[config.mk]
export PLATFORM = sky130hd
export DESIGN_NAME = cpu_top
export DESIGN_NICKNAME = d
export VERILOG_FILES = /design/src/logic/pipe_pkg.sv /design/src/logic/fetch_unit.sv /design/src/logic/decode_unit.sv /design/src/logic/execute_unit.sv /design/src/logic/memory_unit.sv /design/src/logic/pipeline_tracker.sv /design/src/logic/cpu_top.sv
export VERILOG_INCLUDE_DIRS = /design/src /design/src/include
export SDC_FILE = /design/constraint.sdc
export NUM_CORES = 1
export LEC_CHECK = 0
export BUFFER_PORTS_ARGS = -buffer_cell sky130_fd_sc_hd__buf_2
export CAP_MARGIN = 20
export CORE_MARGIN = 2
export CORE_UTILIZATION = 40
export DETAILED_ROUTE_END_ITERATION = 16
export PLACE_DENSITY_LB_ADDON = 0.12
export SLEW_MARGIN = 0
export SYNTH_ARGS = -nofsm -noshare
export SYNTH_HDL_FRONTEND = slang
export SYNTH_SLANG_ARGS = --single-unit
[constraint.sdc]
create_clock -name clk -period 3.51 [get_ports clk]
set_input_delay 0.5265 -clock clk [delete_from_list [all_inputs] [get_ports clk]]
set_output_delay 0.5265 -clock clk [all_outputs]
set_load 0.1 [all_outputs]
[src/include/pipe_consts.svh]
/*
 * pipeline constants
 * widths and depths for the five-stage core and its retirement tracker
 */
`ifndef PIPE_CONSTS_SVH
`define PIPE_CONSTS_SVH

// instruction word, opcode 15..12, rd 11..10, rs 9..8, imm 7..0
`define INSTR_W     16
// register file and data path width
`define DATA_W      8
// program counter, covers the whole instruction memory
`define PC_W        5
`define IMEM_DEPTH  32
// data memory is addressed by the low bits of rs plus imm
`define DMEM_DEPTH  16
`define REG_CNT     4

////////////////////////////////////////////////////////////
// retirement record widths
////////////////////////////////////////////////////////////
`define TAG_W       8
`define CYC_W       16
// stall count saturates at all ones
`define STALL_W     4

`endif

[src/logic/pipe_pkg.sv]
/*
 * pipe_pkg
 * opcode and run-state types shared by the pipeline stages
 */
package pipe_pkg;

    // opcode field of the instruction word
    typedef enum logic [3:0] {
        op_nop  = 4'h0,
        op_addi = 4'h1,
        op_add  = 4'h2,
        op_sub  = 4'h3,
        op_ld   = 4'h4,
        op_st   = 4'h5,
        op_beqz = 4'h6,
        op_halt = 4'h7
    } opcode_t;

    // core run state, idle until start, halted after op_halt
    typedef enum logic [1:0] {
        run_idle   = 2'b00,
        run_active = 2'b01,
        run_halted = 2'b10
    } run_state_t;

    // opcodes that write rd at writeback
    function automatic logic op_writes(opcode_t op);
        return op inside {op_addi, op_add, op_sub, op_ld};
    endfunction

endpackage

[src/logic/fetch_unit.sv]
/*
 * fetch unit
 * program counter, instruction memory with program write port,
 * halt hold and branch redirect
 */
`timescale 1ns/100ps
`include "pipe_consts.svh"

module fetch_unit import pipe_pkg::*; (
    input  logic                 clk,
    input  logic                 rst,
    input  logic                 start,
    input  logic                 prog_we,
    input  logic [`PC_W-1:0]     prog_addr,
    input  logic [`INSTR_W-1:0]  prog_data,
    input  logic                 stall,
    input  logic                 flush,
    input  logic [`PC_W-1:0]     branch_target,
    output logic [`INSTR_W-1:0]  instr,
    output logic [`PC_W-1:0]     fetch_pc,
    output logic                 fetch_valid
);

    logic [`INSTR_W-1:0] imem [`IMEM_DEPTH];
    logic [`PC_W-1:0]    pc;
    run_state_t          state;
    opcode_t             cur_op;

    // opcode of the word the pc points at this cycle
    assign cur_op = opcode_t'(imem[pc][15:12]);

    // program load only while the core sits idle
    always_ff @(posedge clk) begin
        if (prog_we && state == run_idle) begin
            imem[prog_addr] <= prog_data;
        end
    end

    ////////////////////////////////////////////////////////////
    // pc and run state
    ////////////////////////////////////////////////////////////
    always_ff @(posedge clk) begin
        if (rst) begin
            state       <= run_idle;
            pc          <= '0;
            fetch_valid <= 1'b0;
        end else if (flush) begin
            // redirect, the word in flight is dropped
            pc          <= branch_target;
            fetch_valid <= 1'b0;
            state       <= run_active;
        end else if (!stall) begin
            fetch_valid <= 1'b0;
            case (state)
                run_idle: begin
                    if (start) begin
                        state <= run_active;
                        pc    <= '0;
                    end
                end
                run_active: begin
                    fetch_valid <= 1'b1;
                    pc          <= pc + 1'b1;
                    // nothing fetched past a halt
                    if (cur_op == op_halt) begin
                        state <= run_halted;
                    end
                end
                default: begin
                end
            endcase
        end
    end

    // fetch/decode payload, frozen by stall
    always_ff @(posedge clk) begin
        if (!stall && !flush) begin
            instr    <= imem[pc];
            fetch_pc <= pc;
        end
    end

endmodule

[src/logic/decode_unit.sv]
/*
 * decode unit
 * register file with write-first read, operand fetch, hazard stall
 * and the decode/execute pipeline register
 */
`timescale 1ns/100ps
`include "pipe_consts.svh"

module decode_unit import pipe_pkg::*; (
    input  logic                 clk,
    input  logic                 rst,
    input  logic [`INSTR_W-1:0]  instr,
    input  logic [`PC_W-1:0]     fetch_pc,
    input  logic                 fetch_valid,
    input  logic                 flush,
    input  logic                 wb_we,
    input  logic [1:0]           wb_rd,
    input  logic [`DATA_W-1:0]   wb_data,
    output opcode_t              ex_op,
    output logic [1:0]           ex_rd,
    output logic [`DATA_W-1:0]   ex_a,
    output logic [`DATA_W-1:0]   ex_b,
    output logic [7:0]           ex_imm,
    output logic [`PC_W-1:0]     ex_pc,
    output logic                 ex_valid,
    output logic                 stall
);

    logic [`DATA_W-1:0] regs [`REG_CNT];
    opcode_t            d_op;
    logic [1:0]         d_rd;
    logic [1:0]         d_rs;
    logic [`DATA_W-1:0] rd_val;
    logic [`DATA_W-1:0] rs_val;
    logic               reads_rd;
    logic               reads_rs;
    logic               haz_rd;
    logic               haz_rs;
    logic               advance;
    // destination copies for execute and memory
    logic               ex_wr;
    logic               mem_wr;
    logic [1:0]         mem_dst;

    // field split
    assign d_op = opcode_t'(instr[15:12]);
    assign d_rd = instr[11:10];
    assign d_rs = instr[9:8];

    // source usage per opcode, st needs rs for its address
    assign reads_rd = d_op inside {op_add, op_sub, op_st, op_beqz};
    assign reads_rs = d_op inside {op_addi, op_add, op_sub, op_ld, op_st};

    // writeback value wins over the stored one
    assign rd_val = (wb_we && wb_rd == d_rd) ? wb_data : regs[d_rd];
    assign rs_val = (wb_we && wb_rd == d_rs) ? wb_data : regs[d_rs];

    ////////////////////////////////////////////////////////////
    // hazard check, no forwarding so wait for writeback
    ////////////////////////////////////////////////////////////
    assign haz_rd = reads_rd && ((ex_wr && ex_rd == d_rd) || (mem_wr && mem_dst == d_rd));
    assign haz_rs = reads_rs && ((ex_wr && ex_rd == d_rs) || (mem_wr && mem_dst == d_rs));
    assign stall  = fetch_valid && (haz_rd || haz_rs);

    // bubble on stall or flush
    assign advance = fetch_valid && !stall && !flush;

    always_ff @(posedge clk) begin
        if (rst) begin
            for (int i = 0; i < `REG_CNT; i++) begin
                regs[i] <= '0;
            end
            ex_valid <= 1'b0;
            ex_wr    <= 1'b0;
            mem_wr   <= 1'b0;
        end else begin
            if (wb_we) begin
                regs[wb_rd] <= wb_data;
            end
            ex_valid <= advance;
            ex_wr    <= advance && op_writes(d_op);
            mem_wr   <= ex_wr;
        end
    end

    // decode/execute payload
    always_ff @(posedge clk) begin
        if (!stall) begin
            ex_op  <= d_op;
            ex_rd  <= d_rd;
            ex_a   <= rd_val;
            ex_b   <= rs_val;
            ex_imm <= instr[7:0];
            ex_pc  <= fetch_pc;
        end
        mem_dst <= ex_rd;
    end

endmodule

[src/logic/execute_unit.sv]
/*
 * execute unit
 * add, subtract and address generation, beqz resolution
 * and the execute/memory pipeline register
 */
`timescale 1ns/100ps
`include "pipe_consts.svh"

module execute_unit import pipe_pkg::*; (
    input  logic                 clk,
    input  logic                 rst,
    input  opcode_t              ex_op,
    input  logic [1:0]           ex_rd,
    input  logic [`DATA_W-1:0]   ex_a,
    input  logic [`DATA_W-1:0]   ex_b,
    input  logic [7:0]           ex_imm,
    input  logic [`PC_W-1:0]     ex_pc,
    input  logic                 ex_valid,
    output logic                 flush,
    output logic [`PC_W-1:0]     branch_target,
    output opcode_t              mem_op,
    output logic [1:0]           mem_rd,
    output logic [`DATA_W-1:0]   mem_result,
    output logic [`DATA_W-1:0]   mem_store_data,
    output logic                 mem_valid
);

    logic [`DATA_W-1:0] result;

    // alu, ld and st get their address from rs plus imm
    always_comb begin
        case (ex_op)
            op_addi: result = ex_b + ex_imm;
            op_add:  result = ex_a + ex_b;
            op_sub:  result = ex_a - ex_b;
            op_ld:   result = ex_b + ex_imm;
            op_st:   result = ex_b + ex_imm;
            default: result = '0;
        endcase
    end

    // taken beqz kills the two younger words
    assign flush         = ex_valid && ex_op == op_beqz && ex_a == '0;
    // imm wraps modulo the pc range
    assign branch_target = ex_pc + ex_imm[`PC_W-1:0];

    always_ff @(posedge clk) begin
        if (rst) begin
            mem_valid <= 1'b0;
        end else begin
            mem_valid <= ex_valid;
        end
    end

    // execute/memory payload
    always_ff @(posedge clk) begin
        mem_op         <= ex_op;
        mem_rd         <= ex_rd;
        mem_result     <= result;
        mem_store_data <= ex_a;
    end

endmodule

[src/logic/memory_unit.sv]
/*
 * memory unit
 * data memory access, memory/writeback register and halt detection
 */
`timescale 1ns/100ps
`include "pipe_consts.svh"

module memory_unit import pipe_pkg::*; (
    input  logic                 clk,
    input  logic                 rst,
    input  opcode_t              mem_op,
    input  logic [1:0]           mem_rd,
    input  logic [`DATA_W-1:0]   mem_result,
    input  logic [`DATA_W-1:0]   mem_store_data,
    input  logic                 mem_valid,
    output logic                 wb_we,
    output logic [1:0]           wb_rd,
    output logic [`DATA_W-1:0]   wb_data,
    output logic                 wb_valid,
    output logic                 halted
);

    localparam int DADDR_W = $clog2(`DMEM_DEPTH);

    logic [`DATA_W-1:0] dmem [`DMEM_DEPTH];
    logic [DADDR_W-1:0] addr;
    logic               wb_halt;
    run_state_t         state;

    // low bits of rs plus imm
    assign addr = mem_result[DADDR_W-1:0];

    always_ff @(posedge clk) begin
        if (mem_valid && mem_op == op_st) begin
            dmem[addr] <= mem_store_data;
        end
    end

    ////////////////////////////////////////////////////////////
    // memory/writeback register and run state
    ////////////////////////////////////////////////////////////
    always_ff @(posedge clk) begin
        if (rst) begin
            wb_valid <= 1'b0;
            wb_we    <= 1'b0;
            wb_halt  <= 1'b0;
            state    <= run_idle;
        end else begin
            wb_valid <= mem_valid;
            wb_we    <= mem_valid && op_writes(mem_op);
            wb_halt  <= mem_valid && mem_op == op_halt;
            case (state)
                run_idle:   if (mem_valid) state <= run_active;
                // halted one cycle after the halt sits in writeback
                run_active: if (wb_halt) state <= run_halted;
                default:    state <= run_halted;
            endcase
        end
    end

    // store retires with rd's value, load with memory data
    always_ff @(posedge clk) begin
        wb_rd <= mem_rd;
        case (mem_op)
            op_ld:   wb_data <= dmem[addr];
            op_st:   wb_data <= mem_store_data;
            default: wb_data <= mem_result;
        endcase
    end

    assign halted = state == run_halted;

endmodule

[src/logic/pipeline_tracker.sv]
/*
 * pipeline tracker
 * shadow pipeline of sequence tag, pc, fetch cycle and decode stalls,
 * presenting one retirement record per writeback
 */
`timescale 1ns/100ps
`include "pipe_consts.svh"

module pipeline_tracker (
    input  logic                 clk,
    input  logic                 rst,
    input  logic                 start,
    input  logic                 fetch_valid,
    input  logic [`PC_W-1:0]     fetch_pc,
    input  logic                 stall,
    input  logic                 flush,
    input  logic                 wb_valid,
    input  logic [1:0]           wb_rd,
    input  logic [`DATA_W-1:0]   wb_data,
    output logic                 retire_valid,
    output logic [`TAG_W-1:0]    retire_tag,
    output logic [`PC_W-1:0]     retire_pc,
    output logic [`CYC_W-1:0]    retire_fetch_cycle,
    output logic [`STALL_W-1:0]  retire_stalls,
    output logic [1:0]           retire_rd,
    output logic [`DATA_W-1:0]   retire_data
);

    logic                active;
    logic                issue;
    logic [`CYC_W-1:0]   cyc_cnt;
    logic [`TAG_W-1:0]   tag_cnt;
    // shadow stages, d is the fetch/decode register
    logic [`TAG_W-1:0]   d_tag, e_tag, m_tag, w_tag;
    logic [`CYC_W-1:0]   d_cyc, e_cyc, m_cyc, w_cyc;
    logic [`STALL_W-1:0] d_stl, e_stl, m_stl, w_stl;
    logic [`PC_W-1:0]    e_pc, m_pc, w_pc;
    logic                e_v, m_v, w_v;

    // a fetch slot is used when not stalled, a flushed slot still burns its tag
    assign issue = active && (!stall || flush);

    always_ff @(posedge clk) begin
        if (rst) begin
            active  <= 1'b0;
            cyc_cnt <= '0;
            tag_cnt <= '0;
            e_v     <= 1'b0;
            m_v     <= 1'b0;
            w_v     <= 1'b0;
        end else begin
            // cycle zero follows start
            if (start && !active) begin
                active  <= 1'b1;
                cyc_cnt <= '0;
            end else if (active) begin
                cyc_cnt <= cyc_cnt + 1'b1;
            end
            if (issue) begin
                tag_cnt <= tag_cnt + 1'b1;
            end
            e_v <= fetch_valid && !stall && !flush;
            m_v <= e_v;
            w_v <= m_v;
        end
    end

    ////////////////////////////////////////////////////////////
    // shadow payload, follows the core register by register
    ////////////////////////////////////////////////////////////
    always_ff @(posedge clk) begin
        if (issue) begin
            d_tag <= tag_cnt;
            d_cyc <= cyc_cnt;
            d_stl <= '0;
        end else if (stall && d_stl != '1) begin
            d_stl <= d_stl + 1'b1;
        end
        e_tag <= d_tag;
        e_cyc <= d_cyc;
        e_stl <= d_stl;
        e_pc  <= fetch_pc;
        m_tag <= e_tag;
        m_cyc <= e_cyc;
        m_stl <= e_stl;
        m_pc  <= e_pc;
        w_tag <= m_tag;
        w_cyc <= m_cyc;
        w_stl <= m_stl;
        w_pc  <= m_pc;
    end

    // record straight off the writeback stage
    assign retire_valid       = wb_valid && w_v;
    assign retire_tag         = w_tag;
    assign retire_pc          = w_pc;
    assign retire_fetch_cycle = w_cyc;
    assign retire_stalls      = w_stl;
    assign retire_rd          = wb_rd;
    assign retire_data        = wb_data;

endmodule

[src/logic/cpu_top.sv]
/*
 * cpu top
 * five-stage in-order core with its retirement tracker
 */
`timescale 1ns/100ps
`include "pipe_consts.svh"

module cpu_top import pipe_pkg::*; (
    input  logic                 clk,
    input  logic                 rst,
    input  logic                 start,
    input  logic                 prog_we,
    input  logic [`PC_W-1:0]     prog_addr,
    input  logic [`INSTR_W-1:0]  prog_data,
    output logic                 retire_valid,
    output logic [`TAG_W-1:0]    retire_tag,
    output logic [`PC_W-1:0]     retire_pc,
    output logic [`CYC_W-1:0]    retire_fetch_cycle,
    output logic [`STALL_W-1:0]  retire_stalls,
    output logic [1:0]           retire_rd,
    output logic [`DATA_W-1:0]   retire_data,
    output logic                 halted
);

    // fetch to decode
    logic [`INSTR_W-1:0] instr;
    logic [`PC_W-1:0]    fetch_pc;
    logic                fetch_valid;
    // pipeline control
    logic                stall;
    logic                flush;
    logic [`PC_W-1:0]    branch_target;
    // decode to execute
    opcode_t             ex_op;
    logic [1:0]          ex_rd;
    logic [`DATA_W-1:0]  ex_a;
    logic [`DATA_W-1:0]  ex_b;
    logic [7:0]          ex_imm;
    logic [`PC_W-1:0]    ex_pc;
    logic                ex_valid;
    // execute to memory
    opcode_t             mem_op;
    logic [1:0]          mem_rd;
    logic [`DATA_W-1:0]  mem_result;
    logic [`DATA_W-1:0]  mem_store_data;
    logic                mem_valid;
    // writeback
    logic                wb_we;
    logic [1:0]          wb_rd;
    logic [`DATA_W-1:0]  wb_data;
    logic                wb_valid;

    fetch_unit u_fetch (
        .clk, .rst, .start, .prog_we, .prog_addr, .prog_data,
        .stall, .flush, .branch_target,
        .instr, .fetch_pc, .fetch_valid
    );

    decode_unit u_decode (
        .clk, .rst, .instr, .fetch_pc, .fetch_valid, .flush,
        .wb_we, .wb_rd, .wb_data,
        .ex_op, .ex_rd, .ex_a, .ex_b, .ex_imm, .ex_pc, .ex_valid, .stall
    );

    execute_unit u_execute (
        .clk, .rst, .ex_op, .ex_rd, .ex_a, .ex_b, .ex_imm, .ex_pc, .ex_valid,
        .flush, .branch_target,
        .mem_op, .mem_rd, .mem_result, .mem_store_data, .mem_valid
    );

    memory_unit u_memory (
        .clk, .rst, .mem_op, .mem_rd, .mem_result, .mem_store_data, .mem_valid,
        .wb_we, .wb_rd, .wb_data, .wb_valid, .halted
    );

    pipeline_tracker u_tracker (
        .clk, .rst, .start, .fetch_valid, .fetch_pc, .stall, .flush,
        .wb_valid, .wb_rd, .wb_data,
        .retire_valid, .retire_tag, .retire_pc, .retire_fetch_cycle,
        .retire_stalls, .retire_rd, .retire_data
    );

endmodule

==> results.ini <==
[run_status]
outcome=finished, final reports clean

[cells_and_area]
final_util_pct=46.4
drive_gt1_share_pct=28.9
finalNetCount=1944
layout_commonest_cell=edfxtp_1
diodes=0
fillCellCount=7220
final_cell_mix=edfxtp_1, mux4_2, dfxtp_1
syn_to_final_growth_pct=15.4

[critical_path]
path_max_fanout=9
required_ns=4.03
worstSetupPathType=reg -> reg
cp_cell_sequence=or3_1, a21o_1, ha_1, a21o_1, a21oi_1, o21ai_0, a21o_1, a21oi_1, xnor2_1, o22ai_1
crit_path_frequent_cell=a21o_1
end_kind=register
arrival_ns=3.38
startpoint_type=register
crit_slowest_cell=or3_1
critical-path-max-stage-delay_ns=0.57
crit_buf_inv=0
cpLargestDelayFamily=compound AO/OA/AOI/OAI gates

[clock_tree]
hold_buffers=0
cts_setup_buffers=0
cts_tree=done
cts_max_path_buffers=3
cts.sinks=938
htreeDepth=3
cts_resized=0
root_buffer=clkbuf_16
clk_pin_slew_ns=0.06
numCtsBuffers=99
insertion_delay_ns=0.65

[floorplanning]
start_util_pct=40.2
die_x_um=299
dieArea_mm2=0.0892
die_h_um=299
core_mm2=0.0863
num_rows=108
io_pins=70

[route]
drc=0
antenna_left=0
drt-initial-drc-count=1276
avgRoutedWirePerCell_um=24.2
dr_total_vias=16400
wl_mm=75.5
vias_per_cell=5.26
drt_pre_antenna_iters=6

[timing]
fin_crit_sh_pct=81.6
max_freq_ghz=0.349
min_period_ns=2.86
clock_skew_ns=0.0196
max_slew_margin_pct=43.0
totalNegativeSetupSlack_ns=0
hold_ws_ns=0.181
worstMarginPinSlew_ns=0.854
rsz0062_at_grt=false
maxSlewViolCount=0
hold_violations=0
setup_viol=0

[power_and_ir_drop]
p_clk_share_pct=38.9
seqPwrFrac_pct=50.1
internal_power_uw=19800
p_leak_uw=0.0132
swShare_pct=24.6
powerDensity_mw_per_mm2=655
peakVddDrop_uv=375
power.switching_uw=6470
finalPower_uw=26300
p_comb_share_pct=11.0

[logic_synthesis]
yosysWarningCount=0
seq_area_frac_synth_pct=75.7
syn_nets=1774
synth-edff-count=752
syn_inst=1722
ys_seq_elements=938
synthDistinctLibCells=55
syn_area_mm2=0.0347
ys_top_cells_by_area=edfxtp_1, mux4_2, dfxtp_1
avgSynthCellArea_um2=20.2
yosys.area.top_type=edfxtp_1
async_reset_ff_share_pct=0
synth-main-ff-cell=edfxtp_1
synth.top_cell.area_share_pct=65.0

[global_routing]
grt_antenna_before_repair=3
first_global_vias=17000
grt_use_total_pct=17.0
grt_first_pass_wirelength_mm=113
grt_max_degree=51
grt_overflow=0

[placement]
globalplace.congestion=0.783
hpwl_mm=47.1
io_buffer_count=69

[min_path]
hp-class=in -> reg

[flow_run]
maxCapViolations=0

## state kept, by name, summed over array words and instances, names as in the netlist, 16 cells and up, named ones only
register and cells:
u_fetch.imem 512, u_memory.dmem 128, u_decode.regs 32, u_fetch.instr 16, u_tracker.cyc_cnt 16, u_tracker.d_cyc 16
u_tracker.e_cyc 16, u_tracker.m_cyc 16, u_tracker.retire_fetch_cycle 16
## stage by stage
stage               area, um2  setup WS [ns]  std cells
finish                  40100          0.647       3125
CTS                     40100          0.638       3125
global route            40100          0.445       3125
detailed placement      36900          0.650       2946
global placement        36900          0.605       2946
floorplan               34700          0.147       1722
## routing by layer
metal	up-vias	global-route usage, %	wire [um]
met4	4	4.61	1800
met2	359	28.1	37200
met3	133	2.94	3080
li1	7267	-	-
met5	-	0	27
met1	8682	23.5	33400
## power by group through the flow
stage,clock (uW),sequential [uW],combinational [uW]
2_1_floorplan,0,13400,1890
3_3_place_gp,0,13400,2920
3_5_place_dp,0,13400,2930
4_1_cts,10500,13200,2940
5_1_grt,10900,13200,3120
6_report,10200,13200,2900
## worst paths after layout
path,start,slack [ns],end,cells after the start
worst min register to register,u_tracker.m_cyc[1],0.32,u_tracker.retire_fetch_cycle[1],0
worst max-delay path,u_decode.ex_op[1],0.65,u_execute.mem_result[7],10
worst max register to register,u_decode.ex_op[1],0.65,u_execute.mem_result[7],10
worst min-delay path,start,0.18,u_tracker.active,3
## cells by family (layout without fill, tap and decap cells)
group | after synthesis | in the layout | synth area share, %
AO/OA/AOI/OAI | 88 | 88 | 1.69
XOR/XNOR | 53 | 53 | 1.34
adder cells (fa/ha/maj) | 27 | 27 | 1.04
buffers and inverters | 90 | 338 | 1.14
flip-flops | 938 | 938 | 75.7
multiplexers | 259 | 259 | 15.1
AND/OR/NAND/NOR | 267 | 267 | 3.99
## worst reg2reg max path: cells and delay by family (launching register included)
kind,cells,cell delay [ns]
adder cells (fa/ha/maj),1,0.26
AO/OA/AOI/OAI,7,1.32
flip-flops,1,0.45
XOR/XNOR,1,0.13
AND/OR/NAND/NOR,1,0.57
## final cells by class
class / instances / area [um2] / share of cell area [%]
Clock buffer: 138 / 2740 / 6.84
Clock inverter: 41 / 448 / 1.12
Inverter: 23 / 86.3 / 0.215
Multi-Input combinational cell: 694 / 8140 / 20.3
Sequential cell: 938 / 26300 / 65.6
Tap cell: 1155 / 1450 / 3.60
Timing Repair Buffer: 136 / 923 / 2.30
## synthesized netlist by cell type (all sizes together), types with 5 or more instances
master	instances
o21ai	13
nor3	14
nor3b	9
a21oi	24
nand2b	9
dfxtp	186
o22ai	7
nand3	25
nand4	10
ha	24
xor2	23
and3	5
clkbuf	25
inv	23
a21o	8
a211oi	5
buf	42
a22oi	15
mux4	208
nand2	16
edfxtp	752
nor2	103
mux2	38
mux2i	13
xnor2	30
or3	10
nor2b	12
and2	34
No activity file was read; power rests on OpenSTA's default activity.
